## config.mk

```make
export PLATFORM = sky130hd
export DESIGN_NAME = vending_machine
export DESIGN_NICKNAME = d
export VERILOG_FILES = /design/src/hdl/vend_pkg.sv /design/src/hdl/key_decode.sv /design/src/hdl/status_hold.sv /design/src/hdl/vend_core.sv /design/src/hdl/vending_machine.sv
export SDC_FILE = /design/constraint.sdc
export NUM_CORES = 1
export LEC_CHECK = 0
export BUFFER_PORTS_ARGS = -buffer_cell sky130_fd_sc_hd__buf_4
export CAP_MARGIN = 20
export CORE_AREA = 2 2 101 127
export DETAILED_ROUTE_END_ITERATION = 7
export DIE_AREA = 0 0 103 129
export PLACE_DENSITY_LB_ADDON = 0.15
export RECOVER_POWER = 50
export SYNTH_ARGS = -nofsm -noshare
export SYNTH_HDL_FRONTEND = slang
export SYNTH_SLANG_ARGS = --single-unit
```

## constraint.sdc

```tcl
create_clock -name clk -period 4.7 [get_ports clk]
set_input_delay 0.235 -clock clk [delete_from_list [all_inputs] [get_ports clk]]
set_output_delay 0.235 -clock clk [all_outputs]
set_load 0.05 [all_outputs]
```

## src/hdl/vend_pkg.sv

```systemverilog
package vend_pkg;

    ////////////////////////////////
    // machine sizes
    ////////////////////////////////

    localparam int NUM_SLOTS = 4;
    localparam int MSG_HOLD  = 16;

    // one-shot strobes from the button front end
    typedef logic [11:0] buttons_t;

    // amounts in 100 won units
    typedef logic [7:0] money_t;

    typedef logic [3:0] count_t;
    typedef logic [1:0] slot_t;

    // down counter for the message display time
    typedef logic [$clog2(MSG_HOLD)-1:0] hold_t;

    localparam count_t STOCK_MAX  = 4'd9;
    localparam money_t CREDIT_MAX = 8'd255;

    // per slot tables indexed by slot
    localparam money_t PRICE [NUM_SLOTS] = '{8'd10, 8'd12, 8'd15, 8'd18};
    localparam count_t STOCK_INIT [NUM_SLOTS] = '{4'd9, 4'd1, 4'd0, 4'd4};

    localparam money_t COIN_SMALL = 8'd1;
    localparam money_t COIN_MID   = 8'd5;
    localparam money_t COIN_LARGE = 8'd10;

    ////////////////////////////////
    // button bit positions
    ////////////////////////////////

    localparam int BTN_COIN_LARGE = 0;
    localparam int BTN_COIN_MID   = 1;
    localparam int BTN_COIN_SMALL = 2;
    localparam int BTN_RETURN     = 3;
    localparam int BTN_DOWN       = 4;
    localparam int BTN_RESTOCK    = 5;
    localparam int BTN_SELECT     = 7;
    localparam int BTN_BUY        = 9;
    localparam int BTN_UP         = 10;
    localparam int BTN_ADMIN      = 11;

    ////////////////////////////////
    // commands and messages
    ////////////////////////////////

    typedef enum logic [3:0] {
        OP_NONE,
        OP_UP,
        OP_DOWN,
        OP_SELECT,
        OP_COIN,
        OP_BUY,
        OP_REFUND,
        OP_RESTOCK,
        OP_ADMIN
    } op_e;

    typedef enum logic [1:0] {
        MSG_NONE,
        MSG_NO_MONEY,
        MSG_THANKS,
        MSG_ADMIN
    } msg_e;

    // decoded command with coin used only by OP_COIN
    typedef struct packed {
        logic   valid;
        op_e    op;
        money_t coin;
    } cmd_t;

    // message request toward the status stage
    typedef struct packed {
        logic  valid;
        msg_e  msg;
        slot_t slot;
    } vend_evt_t;

endpackage

```

## src/hdl/key_decode.sv

```systemverilog
`timescale 1ns/1ps

module key_decode (
    input  logic              clk,
    input  logic              rst,
    input  vend_pkg::buttons_t buttons,
    output vend_pkg::cmd_t     cmd
);
    import vend_pkg::*;

    cmd_t   cmd_nxt;
    money_t coin_val;
    logic   coin_hit;

    // coin group counts only when exactly one coin is pressed
    always_comb begin
        coin_hit = 1'b1;
        coin_val = '0;
        case ({buttons[BTN_COIN_LARGE], buttons[BTN_COIN_MID], buttons[BTN_COIN_SMALL]})
            3'b100:  coin_val = COIN_LARGE;
            3'b010:  coin_val = COIN_MID;
            3'b001:  coin_val = COIN_SMALL;
            default: coin_hit = 1'b0;
        endcase
    end

    // fixed priority, highest first
    always_comb begin
        cmd_nxt.valid = 1'b1;
        cmd_nxt.op    = OP_NONE;
        cmd_nxt.coin  = coin_val;
        if (buttons[BTN_UP])
            cmd_nxt.op = OP_UP;
        else if (buttons[BTN_DOWN])
            cmd_nxt.op = OP_DOWN;
        else if (buttons[BTN_SELECT])
            cmd_nxt.op = OP_SELECT;
        else if (coin_hit)
            cmd_nxt.op = OP_COIN;
        else if (buttons[BTN_BUY])
            cmd_nxt.op = OP_BUY;
        else if (buttons[BTN_RETURN])
            cmd_nxt.op = OP_REFUND;
        else if (buttons[BTN_RESTOCK])
            cmd_nxt.op = OP_RESTOCK;
        else if (buttons[BTN_ADMIN])
            cmd_nxt.op = OP_ADMIN;
        else
            cmd_nxt.valid = 1'b0;
    end

    always_ff @(posedge clk) begin
        if (!rst) begin
            cmd <= '0;
        end else begin
            cmd <= cmd_nxt;
        end
    end

endmodule

```

## src/hdl/status_hold.sv

```systemverilog
`timescale 1ns/1ps

module status_hold (
    input  logic                clk,
    input  logic                rst,
    input  vend_pkg::vend_evt_t evt,
    output vend_pkg::msg_e      msg,
    output vend_pkg::slot_t     msg_slot
);
    import vend_pkg::*;

    hold_t hold_cnt;

    //////////////////////////////
    // message hold timer
    //////////////////////////////

    // a new event restarts the hold
    always_ff @(posedge clk) begin
        if (!rst) begin
            msg      <= MSG_NONE;
            hold_cnt <= '0;
        end else if (evt.valid) begin
            msg      <= evt.msg;
            hold_cnt <= hold_t'(MSG_HOLD - 1);
        end else if (msg != MSG_NONE) begin
            if (hold_cnt == '0)
                msg <= MSG_NONE;
            else
                hold_cnt <= hold_cnt - 1'b1;
        end
    end

    // slot the message refers to
    always_ff @(posedge clk) begin
        if (evt.valid)
            msg_slot <= evt.slot;
    end

endmodule

```

## src/hdl/vend_core.sv

```systemverilog
`timescale 1ns/1ps

module vend_core (
    input  logic                clk,
    input  logic                rst,
    input  vend_pkg::cmd_t      cmd,
    output vend_pkg::money_t    credit,
    output vend_pkg::slot_t     cursor,
    output vend_pkg::slot_t     selected,
    output logic                selected_valid,
    output vend_pkg::count_t    stock_shown,
    output logic                admin,
    output vend_pkg::money_t    refund,
    output logic                refund_valid,
    output vend_pkg::vend_evt_t evt
);
    import vend_pkg::*;

    count_t    stock [NUM_SLOTS];
    count_t    stock_nxt [NUM_SLOTS];
    money_t    credit_nxt;
    slot_t     cursor_nxt;
    slot_t     sel_nxt;
    logic      sel_valid_nxt;
    logic      admin_nxt;
    logic      refund_valid_nxt;
    vend_evt_t evt_nxt;
    logic [8:0] credit_sum;

    // 9 bit sum so the carry shows saturation
    assign credit_sum = {1'b0, credit} + {1'b0, cmd.coin};

    //////////////////////////////
    // command execution
    //////////////////////////////

    always_comb begin
        stock_nxt        = stock;
        credit_nxt       = credit;
        cursor_nxt       = cursor;
        sel_nxt          = selected;
        sel_valid_nxt    = selected_valid;
        admin_nxt        = admin;
        refund_valid_nxt = 1'b0;
        evt_nxt          = '0;

        if (cmd.valid) begin
            case (cmd.op)
                OP_UP: begin
                    if (cursor != '0)
                        cursor_nxt = cursor - 2'd1;
                end
                OP_DOWN: begin
                    if (cursor != slot_t'(NUM_SLOTS - 1))
                        cursor_nxt = cursor + 2'd1;
                end
                OP_SELECT: begin
                    // same slot again unselects it
                    if (selected_valid && selected == cursor) begin
                        sel_valid_nxt = 1'b0;
                    end else if (stock[cursor] != '0) begin
                        sel_nxt       = cursor;
                        sel_valid_nxt = 1'b1;
                    end
                end
                OP_COIN: begin
                    credit_nxt = credit_sum[8] ? CREDIT_MAX : credit_sum[7:0];
                end
                OP_BUY: begin
                    if (selected_valid) begin
                        if (credit >= PRICE[selected] && stock[selected] != '0) begin
                            stock_nxt[selected] = stock[selected] - 4'd1;
                            credit_nxt          = credit - PRICE[selected];
                            evt_nxt.valid       = 1'b1;
                            evt_nxt.msg         = MSG_THANKS;
                            evt_nxt.slot        = selected;
                        end else if (credit < PRICE[selected]) begin
                            evt_nxt.valid = 1'b1;
                            evt_nxt.msg   = MSG_NO_MONEY;
                            evt_nxt.slot  = selected;
                        end
                        sel_valid_nxt = 1'b0;
                    end
                end
                OP_REFUND: begin
                    // whole credit goes back in one strobe
                    refund_valid_nxt = 1'b1;
                    credit_nxt       = '0;
                end
                OP_RESTOCK: begin
                    if (admin && stock[cursor] < STOCK_MAX)
                        stock_nxt[cursor] = stock[cursor] + 4'd1;
                end
                OP_ADMIN: begin
                    admin_nxt = ~admin;
                    if (!admin) begin
                        evt_nxt.valid = 1'b1;
                        evt_nxt.msg   = MSG_ADMIN;
                        evt_nxt.slot  = cursor;
                    end
                end
                default: ;
            endcase
        end
    end

    //////////////////////////////
    // state registers
    //////////////////////////////

    always_ff @(posedge clk) begin
        if (!rst) begin
            stock          <= STOCK_INIT;
            credit         <= '0;
            cursor         <= '0;
            selected       <= '0;
            selected_valid <= 1'b0;
            admin          <= 1'b0;
            refund_valid   <= 1'b0;
            evt            <= '0;
            stock_shown    <= STOCK_INIT[0];
        end else begin
            stock          <= stock_nxt;
            credit         <= credit_nxt;
            cursor         <= cursor_nxt;
            selected       <= sel_nxt;
            selected_valid <= sel_valid_nxt;
            admin          <= admin_nxt;
            refund_valid   <= refund_valid_nxt;
            evt            <= evt_nxt;
            // view follows the cursor after this command
            stock_shown    <= stock_nxt[cursor_nxt];
        end
    end

    // refund amount is read only with refund_valid
    always_ff @(posedge clk) begin
        if (cmd.valid && cmd.op == OP_REFUND)
            refund <= credit;
    end

endmodule

```

## src/hdl/vending_machine.sv

```systemverilog
`timescale 1ns/1ps

module vending_machine (
    input  logic               clk,
    input  logic               rst,
    input  vend_pkg::buttons_t buttons,
    output vend_pkg::money_t   credit,
    output vend_pkg::slot_t    cursor,
    output vend_pkg::slot_t    selected,
    output logic               selected_valid,
    output vend_pkg::count_t   stock_shown,
    output logic               admin,
    output vend_pkg::money_t   refund,
    output logic               refund_valid,
    output vend_pkg::msg_e     msg,
    output vend_pkg::slot_t    msg_slot
);
    import vend_pkg::*;

    cmd_t      cmd;
    vend_evt_t evt;

    // stage 1 buttons to command
    key_decode key_decode_i (
        .clk     (clk),
        .rst     (rst),
        .buttons (buttons),
        .cmd     (cmd)
    );

    // stage 2 machine state
    vend_core vend_core_i (
        .clk            (clk),
        .rst            (rst),
        .cmd            (cmd),
        .credit         (credit),
        .cursor         (cursor),
        .selected       (selected),
        .selected_valid (selected_valid),
        .stock_shown    (stock_shown),
        .admin          (admin),
        .refund         (refund),
        .refund_valid   (refund_valid),
        .evt            (evt)
    );

    // stage 3 message display
    status_hold status_hold_i (
        .clk      (clk),
        .rst      (rst),
        .evt      (evt),
        .msg      (msg),
        .msg_slot (msg_slot)
    );

endmodule

```

# After elaboration in Yosys (flattened, before gate mapping)
# Cells that the tools add are included.
# classes
add_sub_neg	7
n_lt_le_gt_ge	8
eq_ne	17
mux	64
bitwise_logic	6
reduce_logical	26
# ops
op	n
16-bit two-way mux	4
4-bit two-way mux	12
8-bit two-way mux	5
16-bit bitwise mux	2
16-bit case mux with 2 select lines	1
4-bit binary-select mux with 2-bit select	3
8-bit case mux with 3 select lines	1
5-bit two-way mux	4
8-bit binary-select mux with 2-bit select	1
4-bit demux with 2-bit select	2
4-bit by 3-bit equality test with 1-bit output (second input constant)	4
2-bit two-way mux	8
1-bit two-way mux	13
3-bit two-way mux	4
4-bit case mux with 3 select lines	1
5-bit case mux with 2 select lines	1
2-bit nonzero test	5
8-bit by 8-bit adder with 9-bit output	1
3-bit >= comparator (second input constant)	3
2-bit NOT with 3-bit output	3
4-bit by 2-bit equality test with 1-bit output (second input constant)	2
8-bit >= comparator	1
8-bit less-than comparator	1
2-bit AND reduction	4
other kinds (29)	42
# totals
register_bits	69
input_bits	14
output_inout_bits	31
word_cells	152

# Logic depth before layout (Yosys ltp)
# Gate-level depths: netlist of run 1.
# depth
ltp_word	13
ltp_mapped	12
mapped_depth_nobuf	11

# Hierarchy
# A second synthesis of run 1 with hierarchy kept.
# unflattened
cells_unflattened	492
hier_area_um2	4383.0
# by_module_without_submodules
mod	n_inst	cells_each	area_each_um2	seq_area_each_um2
vend_core	1	416	3636.0	1041.0
key_decode	1	40	375.4	160.2
status_hold	1	36	371.6	180.2

# Worst setup path before layout of run 1
# No wires, ideal clock.
# synth_timing
path_type	register -> register
startpoint	register vend_core_i.selected[0]
endpoint	register vend_core_i.stock_shown[3]
setup_time_ps	120
t_arrival_ps	3612
t_required_ps	4580
setup_slack_ps	968
path_stages_with_launch	13
n_path_buf	1
synth_period_minus_slack_ps	3732
path_cell_list	dfxtp_1 > buf_6 > inv_1 > ha_1 > ha_1 > fa_1 > nand2b_1 > a211o_2 > a211oi_4 > o221ai_2 > a221o_1 > a221o_1 > a211o_1
# synth_between
elab_chain_cells	13
word_cells_on_any_way	24
cone_classes	add/sub: 1; order compare: 3; mux: 16; bitwise: 1; reduce/logical: 3
# synth_lines
item	line	rtl
start: declaration	vend_core.sv:9	output vend_pkg::slot_t selected,
start signal: assignment	vend_core.sv:126	selected <= sel_nxt;
2-bit NOT with 3-bit output (implied by the code) (*)	vend_core.sv:71, vend_core.sv:72	
8-bit binary-select mux with 2-bit select, or another cell as far along	vend_core.sv:71	if (credit >= PRICE[selected] && stock[selected] != '0) begin
8-bit two-way mux (implied by the code), or another cell as far along (2 in a row)	vend_core.sv:71	
8-bit >= comparator, or another cell as far along	vend_core.sv:71	
1-bit logical AND or 16-bit bitwise mux (tied branches)	vend_core.sv:71, vend_core.sv:72	
16-bit two-way mux (*)	vend_core.sv:71	
16-bit two-way mux (*)	vend_core.sv:70	if (selected_valid) begin
16-bit case mux with 2 select lines (*)	vend_core.sv:48	case (cmd.op)
16-bit two-way mux (*)	vend_core.sv:47	if (cmd.valid) begin
4-bit binary-select mux with 2-bit select (*)	vend_core.sv:132	stock_shown <= stock_nxt[cursor_nxt];
4-bit two-way mux (implied by the code) (*) (2 in a row)	vend_core.sv:132	
end signal: assignment	vend_core.sv:121	stock_shown <= STOCK_INIT[0];
end signal: assignment	vend_core.sv:132	
end: declaration	vend_core.sv:11	output vend_pkg::count_t stock_shown,
# Every way passes the cells marked *; elsewhere a longest branch is shown, timed or not. The select of a mux whose other input is x is not followed.
# A chain may end at the register's enable or synchronous reset.

# Worst setup path after layout of run 1
# Same ends and word-level chain as after synthesis.

==> qor.txt, run 1 <==
Die W = 103 µm
CTS buffer count = 9
CP Data Required Time = 4.92 ns
antenna-violating nets left = 0
Starting DRT DRC Count = 259
Slew HR = -0.114
DRC errors left = 0
synthesized area = 4500 µm²
std cell rows = 45
total clock sinks = 64
Reg2Reg Depth = 11
warnings from Yosys = 0
worst hold path type = in -> reg
NumNets Final = 616
Final min period = 3.87 ns
number of flops mapped to enable cells by yosys = 10
Slew Viols, Final = 35
ys flop type = dfxtp_1
initial antenna violation count = 0
Post-CTS Resized = 0
Clock Skews = 0.0127 ns
Final HPWL DP = 9980 µm
leak pwr = 0.00180 µW
fin crit share = 0.824
vias per inst = 5.81
CP Capture Type = flop
failing checks = capacitance limit, slew limit
Final Hold Viols = 0
Reg clk slew, reported paths = 0.06 ns
GP Congestion = 0.905
Max rail drop VDD = 0.000177 V
Synth Area per Inst = 8.26 µm²
worst hold stages = 2
hold_sp = buttons[0]
setup bufs post-CTS = 0
clk root buf = clkbuf_16
routed via count = 4,352
die height = 129 µm
area delta synth->final = 14.4%
Initial Util = 0.374
Die ar. = 13,300 µm²
# IOs = 45
synth unique cells = 80
Synthesized Nets = 581
final setup fails = 0
Slew @ Worst Pin = 1.67 ns
footprint of the multi-input gates = 2860 µm²
Critical R2R Launch = vend_core_i.selected[0]$_SDFFE_PN0P_
ys async rst share = 0
final hold slack = 0.102 ns
grt ovf = 0
Fin Setup TNS = 0 ns
largest net degree at the start of global routing = 35
Routed WL = 13,500 µm
Max FO, Critical Path = 8
drt pass-1 iters = 5
FILL cells = 1,281
synthesis-stage register bit count = 64
RSZ-0062 raised after global routing = false
Startpoint Class = flop
outcome = complete, but fails checks
vias in the first global route = 4,128
register area = 1380 µm²
Core ar. = 12,000 µm²
Pwr Density = 263 nW/µm²
Worst EP arrival = 4.10 ns
post-synthesis sequential area ratio = 0.307
share of layout cells above drive strength 1 = 0.106
slack of the worst reg-to-reg path = 0.83 ns
Max Fclk = 258 MHz
Reg2Reg Capture Point = vend_core_i.stock_shown[3]$_SDFF_PN1_
Cells after Synth = 545
total inserted antenna cells = 0
TritonCTS clock tree = done
GRT Util Overall = 0.210
worst skew pair latency = 0.34 ns
first-pass GRT wire length = 21,500 µm
Crit Path Category = reg -> reg
max-cap viol count = 1
H-tree depth = 3
IO Port Bufs = 42
clk buf depth = 2
routed len/inst = 18.0 µm
Min-Delay Endpoint = key_decode_i.cmd[2]$_SDFF_PN0_
# hold bufs at CTS = 0
## synthesized netlist by cell type, types with 5 or more instances
master / count / share of area
dfxtp_1: 54 / 0.24
and3_1: 5 / 0.0070
or3_1: 6 / 0.0083
o211ai_1: 8 / 0.013
a31oi_1: 10 / 0.014
o21ai_0: 35 / 0.039
nand2b_1: 14 / 0.019
nor2b_1: 12 / 0.017
xor2_1: 6 / 0.012
ha_1: 20 / 0.056
mux4_2: 8 / 0.040
nand2_1: 34 / 0.028
inv_1: 36 / 0.030
nand3_1: 9 / 0.010
and2_1: 7 / 0.0097
a21o_1: 6 / 0.010
nor4_1: 6 / 0.0083
nor3_1: 19 / 0.021
a21oi_1: 34 / 0.038
clkbuf_1: 20 / 0.017
a211oi_1: 11 / 0.018
xnor2_1: 9 / 0.018
nor4b_1: 5 / 0.0097
nor2_1: 61 / 0.051
edfxtp_1: 10 / 0.067
mux2i_1: 9 / 0.020
## area by class of cell
cell class,count,share of cell area
Multi-Input combinational cell,417,0.556
Sequential cell,64,0.268
Timing Repair Buffer,51,0.0510
Clock buffer,10,0.0445
Tap cell,164,0.0398
Inverter,37,0.0270
Clock inverter,6,0.0134
## power by group
| group | leakage [µW] | internal (µW) | total (µW) | switching (µW) |
|---|---|---|---|---|
| Combinational | 0.00113 | 35.9 | 101 | 65.4 |
| Clock | 0.000143 | 413 | 677 | 263 |
| Sequential | 0.000532 | 561 | 575 | 13.6 |
## metal layers
metal | track usage | vias to the layer above | share of wire
li1 | - | 2069 | -
met1 | 0.258 | 2103 | 0.42
met2 | 0.351 | 148 | 0.49
met3 | 0.0440 | 32 | 0.057
met4 | 0.0890 | 0 | 0.035
met5 | 0 | - | 0
## sequential cells by signal, indices dropped and copies added, names as in the netlist
signal                      cells
vend_core_i.admin               1
vend_core_i.refund_valid        1
vend_core_i.refund              8
vend_core_i.credit              8
status_hold_i.hold_cnt          4
vend_core_i.evt                 5
vend_core_i.cursor              2
vend_core_i.stock_shown         4
vend_core_i.selected            2
status_hold_i.msg               2
vend_core_i.stock              16
vend_core_i.selected_valid      1
key_decode_i.cmd                8
status_hold_i.msg_slot          2
## logic make-up after synthesis
logic type,share of synthesized area
AOI/OAI and AO/OA,0.257
buffers and inverters,0.0581
and+or+nand+nor,0.222
DFF,0.307
adders and majority gates,0.0645
muxes,0.0626
xor gates and xnor gates,0.0292
## worst max path at each step
stage	from	endpoint	cells past startpoint
after floorplan	vend_core_i.selected[0]$_SDFFE_PN0P_	vend_core_i.stock_shown[3]$_SDFF_PN1_	12
after global placement	vend_core_i.selected[0]$_SDFFE_PN0P_	vend_core_i.stock_shown[3]$_SDFF_PN1_	11
after detailed placement	vend_core_i.selected[0]$_SDFFE_PN0P_	vend_core_i.stock_shown[3]$_SDFF_PN1_	11
after CTS	vend_core_i.selected[0]$_SDFFE_PN0P_	vend_core_i.stock_shown[3]$_SDFF_PN1_	11
after global routing	vend_core_i.selected[0]$_SDFFE_PN0P_	vend_core_i.credit[6]$_SDFFE_PN0P_	11
final	vend_core_i.selected[0]$_SDFFE_PN0P_	vend_core_i.stock_shown[3]$_SDFF_PN1_	11
## worst max-delay path, stage by stage (launching register included)
cell and delay [ns]:
dfxtp_1 0.53, inv_1 0.15, ha_1 0.23, ha_1 0.21, fa_1 0.38, nand2b_1 0.22
a211o_2 0.36, a211oi_4 0.52, o221ai_2 0.18, a221o_1 0.37, a221o_1 0.37, a211o_1 0.22
## placed cells by master (no fill, tap or decap), drive strengths merged, types with 15 or more instances in the layout
cell,instances
nor2,61
dfxtp,54
clkbuf,42
o21ai,38
inv,37
nand2,34
a21oi,34
ha,20
nor3,20
buf,19
nand2b,15
## through the flow
step	instance area, µm²	power [µW]	worst slack (ns)	std cells	util
after floorplan	4500	655	0.968	545	-
after global placement	4970	691	0.960	733	0.413
after detailed placement	4970	692	0.868	733	0.413
after CTS	5270	1370	0.833	749	0.437
after global routing	5150	1400	0.561	749	0.427
final	5150	1350	0.826	749	0.427
Note: power is estimated with default switching activity, not from simulation.
==> run 2, diff against run 1 <==
--- a/config.mk
+++ b/config.mk
@@ -5,6 +5,7 @@
 export SDC_FILE = /design/constraint.sdc
 export NUM_CORES = 1
 export LEC_CHECK = 0
+export ABC_AREA = 1
 export BUFFER_PORTS_ARGS = -buffer_cell sky130_fd_sc_hd__buf_4
 export CAP_MARGIN = 20
 export CORE_AREA = 2 2 101 127
==> constraint.sdc (replaced) <==
create_clock -name clk -period 3.15 [get_ports clk]
set_input_delay 0.1575 -clock clk [delete_from_list [all_inputs] [get_ports clk]]
set_output_delay 0.1575 -clock clk [all_outputs]
set_load 0.05 [all_outputs]
==> run 2 against run 1 <==
The flow now finishes without violations. Total power grew 55%. Routed wire length fell by 1.4%. Cell count grew 24%. Die area did not move. Largest cell class unchanged.
==> qor.txt, run 2 <==
final hold slack = 0.0468 ns (-0.0553 ns)
leak pwr = 0.00245 µW (+36%)
Pwr Density = 399 nW/µm² (+52%)
GP Congestion = 0.927 (+2.3%)
Max Fclk = 352 MHz (+36%)
Clock Skews = 0.00723 ns (-0.00543 ns)
synth unique cells = 48 (-40%)
Starting DRT DRC Count = 213 (-18%)
Synthesized Nets = 742 (+28%)
post-synthesis sequential area ratio = 0.306 (-0.000426)
Critical R2R Launch = vend_core_i.selected[0]$_SDFFE_PN0P_
largest family of logic cells by synthesized area = simple AND/OR/NAND/NOR gates
vias in the first global route = 4,431 (+7.3%)
H-tree depth = 3 (unchanged)
# IOs = 45 (unchanged)
NumNets Final = 794 (+29%)
Top reg by flops = vend_core_i.stock
fin crit share = 0.902 (+0.0777)
Synth Area per Inst = 6.38 µm² (-23%)
outcome = finished, final reports clean
xor and xnor area share after synthesis = 0.00583 (-0.0234)
setup bufs post-CTS = 0 (unchanged)
CP Data Required Time = 3.40 ns (-1.52 ns)
die height = 129 µm (unchanged)
initial antenna violation count = 0 (unchanged)
clk buf depth = 2 (unchanged)
FILL cells = 1,343 (+4.8%)
Routed WL = 13,300 µm (-1.4%)
final setup fails = 0 (unchanged)
antenna-violating nets left = 0 (unchanged)
Synth Area in Compound Gates = 0.125 (-0.132)
count leader, synth = nand2_1
CTS buffer count = 9 (unchanged)
post-synthesis mux area share = 0 (-0.0626)
Synth area leader = dfxtp_1
CP Capture Type = flop
Final HPWL DP = 10,200 µm (+2.0%)
Max rail drop VDD = 0.000259 V (+46%)
Initial Util = 0.374 (+0.000519)
Fin Setup TNS = 0 ns (unchanged)
most common cell after layout, fill and taps aside = nand2_1
ys async rst share = 0 (unchanged)
Post-CTS Resized = 0 (unchanged)
Core ar. = 12,000 µm² (unchanged)
CP startpoint = vend_core_i.selected[0]$_SDFFE_PN0P_
clk root buf = clkbuf_16
total clock sinks = 64 (unchanged)
drt pass-1 iters = 5 (unchanged)
Reg clk slew, reported paths = 0.06 ns (about the same)
Crit Path Category = reg -> reg
max reg flops = 16 (unchanged)
Die ar. = 13,300 µm² (unchanged)
most frequent cells in the layout = nand2_1 (237), inv_1 (84), nand3_1 (75)
RSZ-0062 raised after global routing = false
TritonCTS clock tree = done
# hold bufs at CTS = 2 (+2)
Reg2Reg Depth = 20 (+9)
hold_sp = buttons[7]
total inserted antenna cells = 0 (unchanged)
number of flops mapped to enable cells by yosys = 10 (unchanged)
worst skew pair latency = 0.34 ns (about the same)
routed len/inst = 14.4 µm (-20%)
register area = 1380 µm² (unchanged)
post-synth top area share = 0.240 (-0.000333)
footprint of the multi-input gates = 2670 µm² (-6.9%)
commonest cells in the netlist = nand2_1 (237), inv_1 (84), nand3_1 (75)
routed via count = 4,665 (+7.2%)
vias per inst = 5.03 (-13%)
Non-Filler Cell Area, Final = 5250 µm² (+1.9%)
Worst EP arrival = 3.09 ns (-1.01 ns)
Slew Viols, Final = 0 (-100%)
Startpoint Class = flop
grt ovf = 0 (unchanged)
DRC errors left = 0 (unchanged)
GRT Util Overall = 0.212 (+0.00252)
worst hold stages = 2 (unchanged)
fraction of the mapped netlist area in simple logic gates = 0.396 (+0.174)
Cells after Synth = 706 (+30%)
worst hold path type = in -> reg
ys flop type = dfxtp_1
warnings from Yosys = 0 (unchanged)
share of layout cells above drive strength 1 = 0.0957 (-0.0103)
synthesized area = 4510 µm² (+0.14%)
largest cells by area after synthesis = dfxtp_1 (24%), nand2_1 (20%), nand3_1 (8.3%)
DP Area = 5040 µm² (+1.3%)
Die W = 103 µm (unchanged)
Slew HR = 0.548 (+0.661)
std cell rows = 45 (unchanged)
area delta synth->final = 16.4%
Max FO, Critical Path = 10 (+2)
Final Hold Viols = 0 (unchanged)
Slew @ Worst Pin = 0.678 ns (-0.992 ns)
IO Port Bufs = 42 (unchanged)
max-cap viol count = 0 (-1)
largest net degree at the start of global routing = 30 (-14%)
adder-cell share of the synthesized area = 0.0644 (-0.0000895)
synthesis-stage register bit count = 64 (unchanged)
first-pass GRT wire length = 21,700 µm (+0.90%)
Final min period = 2.84 ns (-1.03 ns)
## run 2: cell types whose count changed after synthesis, sizes merged, moves of 12 or more
| cell | before | now |
|---|---|---|
| clkbuf | 20 | 8 |
| nor3 | 20 | 5 |
| nand2 | 34 | 244 |
| nor2b | 12 | 0 |
| inv | 36 | 92 |
| nand3 | 10 | 83 |
| nand2b | 15 | 0 |
## run 2: final cells by class
type	instances	share of cell area
repair buffers	60	0.0646
flip-flops and latches	64	0.263
inverters	93	0.0670
clock inverters	7	0.0153
well taps	164	0.0391
multi-input cells	530	0.508
clock buffers	9	0.0429
## run 2: through the flow
| step | util | instances | setup slack, ns | total power, µW |
|---|---|---|---|---|
| final | 0.436 | 927 | 0.309 | 2090 |
| after floorplan | - | 706 | 0.0905 | 1010 |
| after CTS | 0.445 | 927 | 0.295 | 2120 |
| after global placement | 0.418 | 909 | 0.400 | 1070 |
| after detailed placement | 0.418 | 909 | 0.307 | 1080 |
| after global routing | 0.436 | 927 | 0.0401 | 2170 |
## run 2: where the power goes
group	internal, µW	switching, µW	total, µW
Sequential	839	15.1	854
Combinational	61.4	139	200
Clock	621	419	1040
## run 2: logic make-up after synthesis
logic type      Yosys count
compound gates          101
xor+xnor                  3
fa+ha+maj                22
buf+inv                 112
flops                    64
simple gates            404
## run 2: worst max-delay path, stage by stage, from the launching register on
cell     delay [ns]
dfxtp_1        0.40
inv_4          0.05
ha_1           0.22
ha_1           0.21
fa_1           0.37
inv_1          0.08
nand2_1        0.07
nand2_1        0.10
nand3_1        0.14
nand3_4        0.18
nand3_2        0.22
inv_1          0.12
nand2_1        0.05
nand3_1        0.07
nand2_1        0.06
nand2_1        0.08
nand2_1        0.06
nand2_1        0.06
nand3_1        0.06
nand2_1        0.07
inv_1          0.03
## run 2: metal layers
layer	vias up	global-route usage	wire (µm)
li1	2409	-	-
met2	108	0.387	6910
met4	0	0.0867	383
met3	24	0.0250	434
met5	-	0	0
met1	2124	0.247	5590
## run 2: final timing paths
kind | end | slack (ns)
setup / recovery | vend_core_i.stock_shown[0]$_SDFF_PN1_ | 0.31
hold reg to reg | status_hold_i.msg_slot[1]$_DFFE_PP_ | 0.40
setup reg to reg | vend_core_i.stock_shown[0]$_SDFF_PN1_ | 0.31
hold / removal | key_decode_i.cmd[8]$_SDFF_PN0_ | 0.05
